`src/realign_params.svh`:
```
`ifndef REALIGN_PARAMS_SVH
`define REALIGN_PARAMS_SVH

// memory and stream word width in bits
`define DATA_WIDTH 32

// byte address width
`define ADDR_WIDTH 16

// line length in bytes
`define LEN_WIDTH 8

// reads that may be in flight or buffered inside the load unit
`define LOAD_FIFO_DEPTH 2

`endif

```
`src/mem_pkg.sv`:
```
`include "realign_params.svh"

package mem_pkg;

  localparam int unsigned BYTES_PER_WORD = `DATA_WIDTH / 8;
  localparam int unsigned OFF_WIDTH      = $clog2(BYTES_PER_WORD);

  typedef logic [`ADDR_WIDTH-1:0] addr_t;

  // memory is word addressed, so the byte offset bits are dropped
  typedef logic [`ADDR_WIDTH-OFF_WIDTH-1:0] word_addr_t;

  typedef logic [OFF_WIDTH-1:0] byte_off_t;

  typedef logic [BYTES_PER_WORD-1:0] strb_t;

endpackage

```
`src/stream_pkg.sv`:
```
`include "realign_params.svh"

package stream_pkg;

  // one strobe bit per byte of a word
  localparam int unsigned STRB_WIDTH = `DATA_WIDTH / 8;

  typedef logic [`DATA_WIDTH-1:0] word_t;

  // tags that travel with every word of a line
  typedef struct packed {
    logic                  first;
    logic                  last;
    // bytes of this word that belong to the line
    logic [STRB_WIDTH-1:0] strb;
  } realign_tag_t;

endpackage

```
`src/addr_req_intf.sv`:
```
`timescale 1ns/1ps

// word read requests, address generator to load unit
interface addr_req_intf
  import mem_pkg::*, stream_pkg::*;
();

  logic         valid;
  logic         ready;
  word_addr_t   word_addr;
  realign_tag_t tag;

  modport producer (
    output valid,
    output word_addr,
    output tag,
    input  ready
  );

  modport consumer (
    input  valid,
    input  word_addr,
    input  tag,
    output ready
  );

endinterface

```
`src/load_stream_intf.sv`:
```
`timescale 1ns/1ps

// tagged words returned from memory, load unit to realigner
interface load_stream_intf
  import stream_pkg::*;
();

  logic         valid;
  logic         ready;
  word_t        data;
  // first/last flags and strobe of the read that fetched this word
  realign_tag_t tag;

  modport source (
    output valid,
    output data,
    output tag,
    input  ready
  );

  modport sink (
    input  valid,
    input  data,
    input  tag,
    output ready
  );

endinterface

```
`src/source_addressgen.sv`:
```
`timescale 1ns/1ps
`include "realign_params.svh"

module source_addressgen
  import mem_pkg::*, stream_pkg::*;
(
  input  logic                  clk_i,
  input  logic                  rst_ni,
  input  logic                  start_i,
  input  addr_t                 base_addr_i,
  input  logic [`LEN_WIDTH-1:0] len_i,
  input  logic                  busy_i,
  addr_req_intf.producer        req
);

  // byte position inside the line window, counted from the first word
  localparam int unsigned POS_W = `LEN_WIDTH + OFF_WIDTH;

  logic                  start_ok;
  logic                  active_q;
  logic [`LEN_WIDTH-1:0] cnt_q;
  logic [`LEN_WIDTH-1:0] nreads_q;
  logic [`LEN_WIDTH-1:0] nreads_d;
  logic [`LEN_WIDTH-1:0] len_q;
  word_addr_t            word_addr_q;
  byte_off_t             base_off;
  byte_off_t             off_q;
  logic [POS_W-1:0]      line_end;
  strb_t                 strb_d;
  realign_tag_t          tag_d;

  assign start_ok = start_i && !busy_i && (len_i != '0);
  assign base_off = base_addr_i[OFF_WIDTH-1:0];

  // one read per started word, plus one when the line does not start on a word
  assign nreads_d = `LEN_WIDTH'(({1'b0, len_i} + 9'd3) >> 2) + `LEN_WIDTH'(base_off != '0);

  always_ff @(posedge clk_i or negedge rst_ni) begin
    if (!rst_ni) begin
      active_q <= 1'b0;
      cnt_q    <= '0;
    end else if (start_ok) begin
      active_q <= 1'b1;
      cnt_q    <= '0;
    end else if (req.valid && req.ready) begin
      cnt_q <= cnt_q + 1'b1;
      if (tag_d.last) begin
        active_q <= 1'b0;
      end
    end
  end

  always_ff @(posedge clk_i) begin
    if (start_ok) begin
      word_addr_q <= base_addr_i[`ADDR_WIDTH-1:OFF_WIDTH];
      off_q       <= base_off;
      len_q       <= len_i;
      nreads_q    <= nreads_d;
    end else if (req.valid && req.ready) begin
      word_addr_q <= word_addr_q + 1'b1;
    end
  end

  assign line_end = POS_W'(off_q) + POS_W'(len_q);

  // a byte is in the line when its window position lies in [off, off+len)
  always_comb begin
    logic [POS_W-1:0] pos;
    strb_d = '0;
    for (int i = 0; i < BYTES_PER_WORD; i++) begin
      pos       = {cnt_q, OFF_WIDTH'(i)};
      strb_d[i] = (pos >= POS_W'(off_q)) && (pos < line_end);
    end
  end

  assign tag_d.first = (cnt_q == '0);
  assign tag_d.last  = (cnt_q == nreads_q - 1'b1);
  assign tag_d.strb  = strb_d;

  assign req.valid     = active_q;
  assign req.word_addr = word_addr_q;
  assign req.tag       = tag_d;

  // a stalled request keeps its address and tags until the load unit takes it
  a_req_stable: assert property (@(posedge clk_i) disable iff (!rst_ni)
    req.valid && !req.ready |=> req.valid && $stable(req.word_addr) && $stable(req.tag));

endmodule

```
`src/mem_load_unit.sv`:
```
`timescale 1ns/1ps
`include "realign_params.svh"

module mem_load_unit
  import mem_pkg::*, stream_pkg::*;
(
  input  logic           clk_i,
  input  logic           rst_ni,
  addr_req_intf.consumer req,
  output logic           mem_req_o,
  output word_addr_t     mem_addr_o,
  input  logic           mem_gnt_i,
  input  word_t          mem_rdata_i,
  load_stream_intf.source load
);

  localparam int unsigned DEPTH = `LOAD_FIFO_DEPTH;
  localparam int unsigned PTR_W = (DEPTH > 1) ? $clog2(DEPTH) : 1;
  localparam int unsigned CNT_W = $clog2(DEPTH + 1);

  logic             credit;
  logic             grant;
  logic             push;
  logic             pop;
  logic             full;
  logic             inflight_q;
  realign_tag_t     inflight_tag_q;
  word_t            fifo_data_q [DEPTH];
  realign_tag_t     fifo_tag_q  [DEPTH];
  logic [PTR_W-1:0] wr_ptr_q;
  logic [PTR_W-1:0] rd_ptr_q;
  logic [CNT_W-1:0] count_q;

  // outstanding read plus buffered words must leave room for one more
  assign credit = ({1'b0, count_q} + (CNT_W+1)'(inflight_q)) < (CNT_W+1)'(DEPTH);

  assign mem_req_o  = req.valid && credit;
  assign mem_addr_o = req.word_addr;
  assign grant      = mem_req_o && mem_gnt_i;
  assign req.ready  = grant;

  // rdata is valid the cycle after the grant, paired with the tag held here
  always_ff @(posedge clk_i or negedge rst_ni) begin
    if (!rst_ni) begin
      inflight_q <= 1'b0;
    end else begin
      inflight_q <= grant;
    end
  end

  always_ff @(posedge clk_i) begin
    if (grant) begin
      inflight_tag_q <= req.tag;
    end
  end

  assign push = inflight_q;
  assign pop  = load.valid && load.ready;
  assign full = (count_q == CNT_W'(DEPTH));

  always_ff @(posedge clk_i) begin
    if (push) begin
      fifo_data_q[wr_ptr_q] <= mem_rdata_i;
      fifo_tag_q[wr_ptr_q]  <= inflight_tag_q;
    end
  end

  always_ff @(posedge clk_i or negedge rst_ni) begin
    if (!rst_ni) begin
      wr_ptr_q <= '0;
      rd_ptr_q <= '0;
      count_q  <= '0;
    end else begin
      if (push) begin
        wr_ptr_q <= (wr_ptr_q == PTR_W'(DEPTH - 1)) ? '0 : wr_ptr_q + 1'b1;
      end
      if (pop) begin
        rd_ptr_q <= (rd_ptr_q == PTR_W'(DEPTH - 1)) ? '0 : rd_ptr_q + 1'b1;
      end
      case ({push, pop})
        2'b10:   count_q <= count_q + 1'b1;
        2'b01:   count_q <= count_q - 1'b1;
        default: count_q <= count_q;
      endcase
    end
  end

  assign load.valid = (count_q != '0);
  assign load.data  = fifo_data_q[rd_ptr_q];
  assign load.tag   = fifo_tag_q[rd_ptr_q];

  // credit check at grant time must keep room for the returning word
  a_no_push_full: assert property (@(posedge clk_i) disable iff (!rst_ni)
    push |-> !full);

endmodule

```
`src/source_realign.sv`:
```
`timescale 1ns/1ps

module source_realign
  import mem_pkg::*, stream_pkg::*;
(
  input  logic         clk_i,
  input  logic         rst_ni,
  input  logic         clear_i,
  load_stream_intf.sink load,
  output logic         out_valid_o,
  input  logic         out_ready_i,
  output word_t        out_data_o,
  output logic         line_done_o
);

  localparam int unsigned WORD_W = $bits(word_t);
  localparam int unsigned SH_W   = $clog2(WORD_W) + 1;

  logic            line_open_q;
  word_t           prev_q;
  byte_off_t       off_q;
  byte_off_t       off_d;
  byte_off_t       cur_off;
  logic            absorb;
  logic            take;
  logic [SH_W-1:0] sh_lo;
  logic [SH_W-1:0] sh_hi;

  // rotation is the position of the lowest strobe bit of the first word
  always_comb begin
    off_d = '0;
    for (int i = STRB_WIDTH - 1; i >= 0; i--) begin
      if (load.tag.strb[i]) begin
        off_d = byte_off_t'(i);
      end
    end
  end

  assign cur_off = load.tag.first ? off_d : off_q;

  // the first word of a misaligned line only fills the previous-word register
  assign absorb = load.valid && load.tag.first && (off_d != '0);

  assign out_valid_o = load.valid && !absorb;
  assign load.ready  = absorb || out_ready_i;
  assign take        = load.valid && load.ready;

  assign sh_lo = SH_W'({cur_off, 3'b000});
  assign sh_hi = SH_W'(WORD_W) - sh_lo;

  // upper bytes of the previous word in the low lanes, then the current word
  assign out_data_o = (cur_off == '0) ? load.data :
                      (prev_q >> sh_lo) | (load.data << sh_hi);

  always_ff @(posedge clk_i) begin
    if (take) begin
      prev_q <= load.data;
    end
  end

  always_ff @(posedge clk_i or negedge rst_ni) begin
    if (!rst_ni) begin
      off_q       <= '0;
      line_open_q <= 1'b0;
    end else if (clear_i) begin
      off_q       <= '0;
      line_open_q <= 1'b0;
    end else if (take) begin
      if (load.tag.first) begin
        off_q <= off_d;
      end
      line_open_q <= !load.tag.last;
    end
  end

  // the last word is never absorbed, so this is the output handshake
  assign line_done_o = take && load.tag.last;

  // a new line may only start once the previous one saw its last word
  a_first_closed: assert property (@(posedge clk_i) disable iff (!rst_ni)
    load.valid && load.tag.first |-> !line_open_q);

endmodule

```
`src/realign_source_top.sv`:
```
`timescale 1ns/1ps
`include "realign_params.svh"

module realign_source_top
  import mem_pkg::*, stream_pkg::*;
(
  input  logic                  clk_i,
  input  logic                  rst_ni,
  input  logic                  start_i,
  input  addr_t                 base_addr_i,
  input  logic [`LEN_WIDTH-1:0] len_i,
  output logic                  busy_o,
  output logic                  done_o,
  output logic                  mem_req_o,
  output word_addr_t            mem_addr_o,
  input  logic                  mem_gnt_i,
  input  word_t                 mem_rdata_i,
  output logic                  out_valid_o,
  input  logic                  out_ready_i,
  output word_t                 out_data_o
);

  logic busy_q;
  logic done_q;
  logic start_ok;
  logic line_done;

  addr_req_intf    req_if ();
  load_stream_intf load_if ();

  // empty lines are ignored, they would never produce a last word
  assign start_ok = start_i && !busy_q && (len_i != '0);

  always_ff @(posedge clk_i or negedge rst_ni) begin
    if (!rst_ni) begin
      busy_q <= 1'b0;
      done_q <= 1'b0;
    end else begin
      done_q <= line_done;
      if (start_ok) begin
        busy_q <= 1'b1;
      end else if (line_done) begin
        busy_q <= 1'b0;
      end
    end
  end

  assign busy_o = busy_q;
  assign done_o = done_q;

  source_addressgen addressgen_i (
    .clk_i       ( clk_i       ),
    .rst_ni      ( rst_ni      ),
    .start_i     ( start_i     ),
    .base_addr_i ( base_addr_i ),
    .len_i       ( len_i       ),
    .busy_i      ( busy_q      ),
    .req         ( req_if      )
  );

  mem_load_unit load_unit_i (
    .clk_i       ( clk_i       ),
    .rst_ni      ( rst_ni      ),
    .req         ( req_if      ),
    .mem_req_o   ( mem_req_o   ),
    .mem_addr_o  ( mem_addr_o  ),
    .mem_gnt_i   ( mem_gnt_i   ),
    .mem_rdata_i ( mem_rdata_i ),
    .load        ( load_if     )
  );

  source_realign realign_i (
    .clk_i       ( clk_i       ),
    .rst_ni      ( rst_ni      ),
    .clear_i     ( start_ok    ),
    .load        ( load_if     ),
    .out_valid_o ( out_valid_o ),
    .out_ready_i ( out_ready_i ),
    .out_data_o  ( out_data_o  ),
    .line_done_o ( line_done   )
  );

endmodule

```
`config.mk`:
```
export PLATFORM = sky130hd
export DESIGN_NAME = realign_source_top
export DESIGN_NICKNAME = d
export VERILOG_FILES = /design/src/mem_pkg.sv /design/src/stream_pkg.sv /design/src/addr_req_intf.sv /design/src/load_stream_intf.sv /design/src/source_addressgen.sv /design/src/mem_load_unit.sv /design/src/source_realign.sv /design/src/realign_source_top.sv
export VERILOG_INCLUDE_DIRS = /design/src /design/src/src
export SDC_FILE = /design/constraint.sdc
export NUM_CORES = 1
export LEC_CHECK = 0
export BUFFER_PORTS_ARGS = -buffer_cell sky130_fd_sc_hd__buf_2
export CAP_MARGIN = 20
export CORE_ASPECT_RATIO = 0.75
export CORE_MARGIN = 1
export CORE_UTILIZATION = 50
export DETAILED_ROUTE_END_ITERATION = 8
export PLACE_DENSITY = 0.71
export SLEW_MARGIN = 20
export SYNTH_ARGS = -nofsm -noshare
export SYNTH_HDL_FRONTEND = slang
export SYNTH_SLANG_ARGS = --single-unit
```
`constraint.sdc`:
```
create_clock -name clk_i -period 4.3 [get_ports clk_i]
set_clock_uncertainty 0.2 [all_clocks]
set_input_delay 0 -clock clk_i [delete_from_list [all_inputs] [get_ports clk_i]]
set_output_delay 0 -clock clk_i [all_outputs]
set_load 0.02 [all_outputs]
```
Word-level counts from Yosys, hierarchy flattened
Memory sizes are Yosys's and may differ from the RTL's.
Cells that the tools add are included.
Widths: inputs -> output; s select.
{ "totals": {"register_bits": 88, "latchBits": 0, "ramBits": 76, "rom_bits": 0, "in_bits": 61, "word_cells": 97, "n_memories": 2} }
{ "mem_list": {"columns": ["name", "words", "word_bits", "read_ports", "rd_clocked_by_memory_dff", "write_ports", "line_no", "text"], "rows": [
  ["load_unit_i.fifo_data_q", 2, 32, 1, 0, 1, "mem_load_unit.sv:28", "word_t fifo_data_q [DEPTH];"],
  ["load_unit_i.fifo_tag_q", 2, 6, 1, 0, 1, "mem_load_unit.sv:29", "realign_tag_t fifo_tag_q [DEPTH];"]
]} }
{ "op_classes": {"addsub": 12, "multipliers": 0, "n_div": 0, "order_cmp": 9, "eq_ne": 3, "n_shift": 2, "n_mux": 22, "bitwise": 1, "n_reduce_logical": 29} }
{ "ops": {"columns": ["operator", "count"], "rows": [
  ["$ge 10x2->1", 4],
  ["$lt 10x10->1", 4],
  ["$mux 32", 1],
  ["$or 32x32->32", 1],
  ["$shl 32x6->32", 1],
  ["$shr 32x5->32", 1],
  ["$mux 14", 2],
  ["$mux 8", 2],
  ["$reduce_bool 2->1", 8],
  ["$add 14x1->14 const B", 1],
  ["$logic_and 1x1->1", 14],
  ["$mux 2", 7],
  ["$add 2x8->9", 1],
  ["$add 8x2->9 const B", 1],
  ["$mux 1", 9],
  ["$add 7x1->8", 1],
  ["$add 8x1->8 const B", 1],
  ["$eq 8x8->1", 1],
  ["$logic_not 8->1", 1],
  ["$reduce_bool 8->1", 1],
  ["$sub 8x1->8 const B", 1],
  ["$sub 6x5->6 const A", 1],
  ["$pmux 2 s2", 1],
  ["$add 2x1->3", 1],
  ["other kinds (10)", 12]
]} }

Logic depth before layout (Yosys ltp)
Gate-level depths: netlist (run 1).
An unclocked memory read counts as a cell.
{ "logic_depth": {"depth_word": 12, "depth_mapped": 14, "mapped_depth_nobuf": 11} }

Modules after synthesis
Synthesis (run 1) repeated with hierarchy kept, for this count alone.
{ "unflattened": {"hier_cells": 629, "area_unflattened_um2": 7717.4} }
{ "modules_own_cells": {"columns": ["module", "n_inst", "cells_each", "area_per_inst_um2", "seq_area_each_um2"], "rows": [
  ["mem_load_unit", 1, 158, 3305.7, 2587.5],
  ["source_addressgen", 1, 265, 2643.8, 1186.1],
  ["source_realign", 1, 199, 1684.1, 770.7],
  ["realign_source_top", 1, 7, 83.8, 50.0]
]} }

Worst setup path before layout (run 1)
Ideal clock, no wire load.
{ "synth_timing": {"path_kind": "register to output", "startpoint": "reg load_unit_i.rd_ptr_q", "endpoint": "out out_data_o[26]", "arrival_ns": 3.690, "required_ns": 4.100, "slack_ns": 0.410, "path_stages_with_launch": 13, "cell_sequence": "dfrtp_1 > buf_2 > buf_1 > o32a_1 > o21ai_1 > clkinv_1 > buf_1 > clkbuf_1 > ha_1 > inv_1 > o31a_1 > a21oi_1 > o311ai_0"} }
{ "synth_via": {"elab_chain_len": 10, "word_cells_on_any_way": 13} }
{ "synth_rtl": {"columns": ["element", "line_no", "text"], "rows": [
  ["from (decl)", "mem_load_unit.sv:31", "logic [PTR_W-1:0] rd_ptr_q;"],
  ["from (signal assigned)", "mem_load_unit.sv:78", "rd_ptr_q <= (rd_ptr_q == PTR_W'(DEPTH - 1)) ? '0 : rd_ptr_q + 1'b1;"],
  ["$mem_v2 2x6", null, null],
  ["$mux 2 (4 in a row)", "source_realign.sv:33", "if (load.tag.strb[i]) begin"],
  ["$mux 2", null, null],
  ["$sub 6x5->6", "source_realign.sv:49", "assign sh_hi = SH_W'(WORD_W) - sh_lo;"],
  ["$shl 32x6->32", "source_realign.sv:53", "(prev_q >> sh_lo) | (load.data << sh_hi);"],
  ["$or 32x32->32", "source_realign.sv:53", null],
  ["$mux 32 (*)", "source_realign.sv:52", "assign out_data_o = (cur_off == '0) ? load.data :"],
  ["to (decl)", "realign_source_top.sv:20", "output word_t out_data_o"]
]} }
Every way passes the cells marked *; elsewhere a longest branch is shown, timed or not.

Worst setup path after layout (run 1)
{ "layout_timing": {"startpoint": "reg load_unit_i.rd_ptr_q", "endpoint": "out out_data_o[20]"} }
The elaborated chain is that of the path after synthesis.

==> results of run 1 <==
-- layout make-up --
cell class / instances / area [µm²] / share of cell area [%]
Clock buffer: 17 / 425 / 4.03
Clock inverter: 15 / 148 / 1.40
Inverter: 29 / 109 / 1.03
Multi-Input combinational cell: 461 / 3430 / 32.5
Sequential cell: 164 / 4840 / 45.8
Tap cell: 210 / 263 / 2.49
Timing Repair Buffer: 191 / 1350 / 12.7
-- cell families after synthesis --
logic type | Yosys count | synth area share [%]
adders and majority gates | 21 | 3.14
muxes | 59 | 7.88
other | 1 | 0.0440
xor gates and xnor gates | 46 | 4.73
DFF | 164 | 56.7
buffers and inverters | 70 | 3.26
AOI/OAI and AO/OA | 153 | 13.1
and+or+nand+nor | 181 | 11.1
-- where the power goes --
group          leakage (nW)  total, W  internal [W]  switching (W)
Clock                 0.273   0.00146      0.000810       0.000653
Sequential             1.59   0.00266       0.00235       0.000306
Combinational          2.28   0.00447       0.00163        0.00284
-- synthesized netlist by cell type, types with 9 or more instances --
master	number	area, µm²
xnor2_1	25	219
o21a_1	10	75.1
mux2_2	25	282
o211ai_1	15	113
nor2_1	37	139
nand3_1	16	80.1
edfxtp_1	146	4380
inv_1	27	101
mux2i_1	30	300
xor2_1	21	184
ha_1	19	238
dfrtp_1	18	450
o21ai_0	33	165
nor3_1	13	65.1
clkbuf_1	33	124
o221ai_1	12	105
a21oi_1	9	45.0
nand2_1	42	158
a32oi_1	16	140
o211a_1	9	90.1
nor3b_1	15	113
nand4_1	14	87.6
-- layout by cell type, fill, tap and decap left out, types with 5 or more instances in the layout --
cell type / Yosys / routed
a21o_1: 5 / 5
a21oi_1: 9 / 8
a22oi_1: 8 / 8
a32oi_1: 16 / 16
and2_1: 8 / 7
and3_1: 6 / 6
buf_2: 3 / 110
buf_4: 1 / 14
clkbuf_16: 0 / 17
clkinv_4: 0 / 5
dfrtp_1: 18 / 17
dlygate4sd3_1: 0 / 65
edfxtp_1: 146 / 146
ha_1: 19 / 19
inv_1: 27 / 27
mux2_2: 25 / 25
mux2i_1: 30 / 30
nand2_1: 42 / 42
nand3_1: 16 / 16
nand4_1: 14 / 14
nor2_1: 37 / 36
nor3_1: 13 / 13
nor3b_1: 15 / 15
o211a_1: 9 / 9
o211ai_1: 15 / 15
o21a_1: 10 / 9
o21ai_0: 33 / 33
o21bai_1: 6 / 6
o221ai_1: 12 / 12
or3_1: 5 / 5
xnor2_1: 25 / 25
xor2_1: 21 / 21
-- what timing repair did --
item,4_1_cts,5_1_grt
hold endpoints to repair,118,0
setup endpoints to repair,0,21
buffers inserted,0,1
gates resized for setup,0,2
hold buffers,65,0
-- layer usage --
layer / vias up / wire length, µm / global-route usage (%)
li1: 3003 / - / -
met1: 3178 / 9310 / 34.3
met2: 350 / 9630 / 39.1
met3: 29 / 1680 / 5.50
met4: 0 / 337 / 9.16
met5: - / 0 / 0
-- worst max path at each step --
stage | slack, ns | start | depth (start not counted) | end
final | 0.25 | load_unit_i.rd_ptr_q | 11 | out_data_o[20]
after global routing | -0.002 | load_unit_i.rd_ptr_q | 13 | out_data_o[28]
after CTS | 0.19 | load_unit_i.rd_ptr_q | 12 | out_data_o[20]
after detailed placement | 0.68 | load_unit_i.rd_ptr_q | 12 | out_data_o[20]
after global placement | 0.82 | load_unit_i.rd_ptr_q | 11 | out_data_o[9]
after floorplan | 0.41 | load_unit_i.rd_ptr_q | 12 | out_data_o[26]
-- sequential cells by signal (all words and copies together) (netlist names) --
signal,count
addressgen_i.req.word_addr,14
addressgen_i.cnt_q,8
busy_o,1
load_unit_i.count_q,2
load_unit_i.fifo_data_q,64
realign_i.off_q,2
load_unit_i.fifo_tag_q,12
addressgen_i.len_q,8
addressgen_i.nreads_q,8
done_o,1
load_unit_i.rd_ptr_q,1
load_unit_i.inflight_q,1
load_unit_i.wr_ptr_q,1
addressgen_i.req.valid,1
realign_i.prev_q,32
load_unit_i.inflight_tag_q,6
addressgen_i.off_q,2
-- worst max-delay path, delay by kind of cell, from the launching register on --
family	cells	cell delay, ns
adder cells (fa/ha/maj)	1	0.37
AO/OA/AOI/OAI	2	0.39
flip-flops	1	0.38
buffers and inverters	5	1.31
AND/OR/NAND/NOR	3	0.95
-- per-stage QoR --
stage | hold WS, ns | cells | setup TNS, ns
3_5_place_dp | -0.221 | 988 | 0
3_3_place_gp | -0.236 | 988 | 0
2_1_floorplan | -0.496 | 695 | 0
6_report | 0.00955 | 1087 | 0
4_1_cts | 0.000222 | 1085 | 0
5_1_grt | 0.0322 | 1087 | -0.00200
==> impl_metrics.csv, run 1 <==
group,metric,value,unit
timing,hold_viol,0,
worst_setup_path,cp-end-kind,"primary output",
detailed_routing,wirelength,21000,µm
timing,fin_crit_sh,94.1,%
die,die_w,153,µm
yosys,synth_area,8530,µm²
job,drv_cap,0,
die,rows,40,
yosys,synth_async_sr_flop_share,11.0,%
yosys,synth_edf_count,146,
die,ioPinCount,111,
die,die_h,115,µm
worst_setup_path,r2r-start,"addressgen_i.off_q[1]",
yosys,yosysSeqAreaShare,56.7,%
hold_path,holdPathEnd,"addressgen_i.req.word_addr[9]",
clock_network,cts_made_buffers,17,
die,core-area,16300,µm²
pwr,total_power,0.00859,W
finish,fillers,1235,
detailed_routing,drc,6,
worst_setup_path,crit_chain,"buf_6 -> nor2b_1 -> a222oi_1 -> or2_1 -> inv_2 -> ha_1 -> buf_4 -> inv_1 -> nand2_1 -> o221ai_1 -> buf_2",
clock_network,cts_max_path_buffers,2,
clock_network,h-tree-depth,4,
finish,drive_above_1_share,22.5,%
placement,gp_congestion,0.923,
worst_setup_path,cp-start-kind,"flip-flop",
timing,fin_ws,0.255,ns
worst_setup_path,crit_required,4.10,ns
worst_setup_path,r2r_end,"load_unit_i.inflight_tag_q[2]",
clock_network,cts_tree,"yes",
timing,final-setup-viol-count,0,
worst_setup_path,crit_arrival,3.85,ns
yosys,synth_nets,776,
yosys,synth-main-ff-cell,"edfxtp_1",
timing,maxSlewHeadroom,36.3,%
hold_path,hp-start,"start_i",
clock_network,cts.sinks,164,
status,status,"finished, violations left",
detailed_routing,wl_per_cell,19.3,µm
placement,hpwl,13800,µm
timing,worstMarginPinSlew,0.955,ns
clock_network,clock_latency,0.42,ns
finish,final_core_utilization,64.7,%
detailed_routing,drt_iter0_drc,611,
detailed_routing,vias,6560,
worst_setup_path,cp_max_fo,27,
pwr,p_per_area,814,nW/µm²
finish,fin_nets,945,
finish,fin_area,10600,µm²
status,violations,"design-rule violations",
worst_setup_path,max_stage_delay,0.46,ns
detailed_routing,detail_route.vias_per_cell,6.03,
grt,grt_pass1_vias,6531,
placement,place_area,9300,µm²
grt,grt_overflow,0,
grt,track_usage,24.9,%
worst_setup_path,critPathKind,"reg2out",
clock_network,clockRootBuffer,"clkbuf_16",
timing,timing.fmax,247,MHz
detailed_routing,drt.antenna.violating_nets,0,
timing,slew_violations,0,
die,die-area,17600,µm²
clock_network,clkTransAtPathRegs,0.07,ns
yosys,ys_types,65,
yosys,synth-seq-cells,164,
finish,area_growth,23.9,%
pwr,peakVddDrop,0.423,mV
worst_setup_path,reg2reg_depth,10,
pwr,p_leak,4.14,nW
yosys,syn_inst,695,
placement,port_buffers,110,
grt,grt_pass1_wl,33700,µm
detailed_routing,first_pass_iters,9,
grt,grt_max_degree,50,
die,start_util,52.3,%
worst_setup_path,crit_path_top_delay_cell,"nand2_1",
worst_setup_path,reg2reg_slack,1.28,ns
hold_path,worstHoldPathCells,4,
yosys,synth_warnings,0,
timing,fin_crit,4.05,ns
hold_path,hold_class,"in2reg",
grt,antenna_found_initial,0,
placement,dp_worst_setup_slack,0.675,ns
yosys,syn_area_per_cell,12.3,µm²
finish,antennaDiodeCount,0,
Note: power is estimated with default switching activity, not from simulation.
==> inputs of run 2 (changes only) <==
--- a/config.mk
+++ b/config.mk
@@ -12,7 +12,7 @@
 export CORE_MARGIN = 1
 export CORE_UTILIZATION = 50
 export DETAILED_ROUTE_END_ITERATION = 8
-export PLACE_DENSITY = 0.71
+export PLACE_DENSITY = 0.77
 export SLEW_MARGIN = 20
 export SYNTH_ARGS = -nofsm -noshare
 export SYNTH_HDL_FRONTEND = slang
==> run 2 against run 1 <==
The flow still finishes with violations (design-rule violations). Sequential power about the same. First-iteration DRC count fell by 5.1%. Clock-buffer cell count grew 4. Cell area increased by 0.18%. Utilization grew 0.12 points. Maximum frequency shrank 0.50%. Setup slack worse by 0.020 ns. Critical path type unchanged. Largest power group unchanged.
==> impl_metrics.csv, run 2 (same netlist as run 1, synthesis figures left out) <==
group,metric,value,unit
timing,worstMarginPinSlew,1.00,ns
worst_setup_path,cp-startpoint,"load_unit_i.rd_ptr_q",
timing,fin_crit,4.07,ns
finish,layout.cells.most_common_list,"edfxtp_1 (146), buf_2 (110), dlygate4sd3_1 (61), nand2_1 (42), nor2_1 (35)",
detailed_routing,wl_per_cell,19.6,µm
clock_network,cts_max_path_buffers,2,
detailed_routing,drt.antenna.violating_nets,0,
worst_setup_path,cp-end-kind,"primary output",
worst_setup_path,critPathKind,"reg2out",
clock_network,h-tree-depth,4,
detailed_routing,detail_route.vias_per_cell,6.11,
placement,gp_congestion,0.902,
placement,place_inst,989,
pwr,switching_power,0.00385,W
worst_setup_path,r2r_end,"load_unit_i.inflight_tag_q[0]",
clock_network,clkTransAtPathRegs,0.07,ns
worst_setup_path,crit_arrival,3.87,ns
timing,fin_hold_ws,0.0854,ns
finish,drive_above_1_share,22.8,%
pwr,pwr-share-clk,18.2,%
placement,port_buffers,110,
die,start_util,52.3,%
timing,final-setup-viol-count,0,
grt,grt_pass1_vias,6555,
placement,hpwl,14000,µm
pwr,p_leak,4.15,nW
finish,fin_nets,941,
die,die_h,115,µm
clock_network,clockRootBuffer,"clkbuf_16",
timing,timing.fmax,246,MHz
detailed_routing,drt_iter0_drc,580,
detailed_routing,vias,6618,
detailed_routing,drc,6,
die,core-area,16300,µm²
pwr,p_per_area,823,nW/µm²
finish,area_growth,24.1,%
pwr,p_int,0.00485,W
pwr,switching_share,44.2,%
clock_network,cts_tree,"yes",
finish,largest_register,"load_unit_i.fifo_data_q",
timing,rsz0062_at_grt,"false",
worst_setup_path,cp-start-kind,"flip-flop",
timing,tns,0,ns
grt,grt_max_degree,50,
status,status,"finished, violations left",
die,ioPinCount,111,
pwr,peakVddDrop,0.453,mV
worst_setup_path,reg2reg_depth,11,
worst_setup_path,r2r-start,"addressgen_i.off_q[0]",
status,violations,"design-rule violations",
die,rows,40,
finish,final_core_utilization,64.8,%
pwr,comb_power_share,51.3,%
finish,fillers,1196,
finish,instances_no_fill,1084,
die,die_w,153,µm
grt,grt_overflow,0,
clock_network,cts.sinks,164,
finish,final_common_cell,"edfxtp_1",
pwr,seq_power_share,30.5,%
timing,hold_viol,0,
timing,slew_violations,0,
hold_path,hold_class,"in2reg",
pwr,total_power,0.00870,W
clock_network,cts_made_buffers,17,
finish,largest_reg_flops,64,
detailed_routing,wirelength,21200,µm
job,drv_cap,0,
grt,track_usage,25.2,%
grt,grt_pass1_wl,33900,µm
worst_setup_path,crit_required,4.10,ns
timing,fin_crit_sh,94.6,%
worst_setup_path,cp_max_fo,22,
clock_network,clock_latency,0.44,ns
detailed_routing,first_pass_iters,9,
worst_setup_path,crit_end,"out_data_o[29]",
worst_setup_path,reg2reg_slack,1.30,ns
timing,maxSlewHeadroom,33.3,%
grt,antenna_found_initial,1,
die,die-area,17600,µm²
run 2: cell type report:
cell class	instances	area [µm²]	area share, %
timing repair buffer	187	1300	12.3
multi-input combinational	461	3440	32.5
tap	210	263	2.48
clock buffer	21	526	4.97
inverter	29	113	1.06
clock inverter	11	100	0.946
antenna	1	2.50	0.0237
sequential	164	4840	45.7
run 2: worst max-delay path, cell delays in order, from the launching register on:
cell      delay (ns)
dfrtp_2         0.39
or3b_1          0.39
a222oi_1        0.41
or2_1           0.20
inv_2           0.13
ha_2            0.34
buf_4           0.26
inv_1           0.29
nor2_2          0.42
a32oi_1         0.16
o211ai_1        0.18
buf_2           0.24
run 2: how the worst min path moves through the flow:
| stage | start | cells past startpoint | to |
|---|---|---|---|
| 2_1_floorplan | rst_ni | 0 | addressgen_i.cnt_q[0] |
| 3_3_place_gp | rst_ni | 1 | addressgen_i.req.valid |
| 3_5_place_dp | rst_ni | 1 | load_unit_i.inflight_q |
| 4_1_cts | mem_rdata_i[7] | 2 | load_unit_i.fifo_data_q[0][7] |
| 5_1_grt | mem_rdata_i[31] | 2 | load_unit_i.fifo_data_q[0][31] |
| 6_report | mem_rdata_i[16] | 2 | load_unit_i.fifo_data_q[1][16] |
run 2: what timing repair did:
item,in CTS,in global routing
resized for setup,0,3
setup endpoints to repair,0,8
hold buffers,61,0
setup buffers,0,0
hold endpoints to repair,126,0
run 2: power by group through the flow:
stage	registers [W]	clock network, W	logic, W
floorplan	0.00267	0	0.00294
global placement	0.00265	0	0.00420
detailed placement	0.00268	0	0.00430
CTS	0.00265	0.00160	0.00436
global route	0.00270	0.00166	0.00478
finish	0.00266	0.00158	0.00446
run 2: per-layer routing:
layer / track usage [%] / up-vias / part of all wire, % / wire length [µm]
met4: 9.36 / 0 / 1.5 / 323
li1: - / 2997 / - / -
met3: 7.92 / 35 / 9.9 / 2090
met1: 34.3 / 3205 / 44 / 9300
met2: 38.2 / 381 / 45 / 9500
met5: 0 / - / 0 / 0
run 2: metrics by stage:
step / worst slack [ns] / area [µm²]
floorplan: 0.410 / 8530
global placement: 0.758 / 9300
detailed placement: 0.636 / 9300
CTS: 0.157 / 10500
global route: 0.0732 / 10600
finish: 0.234 / 10600
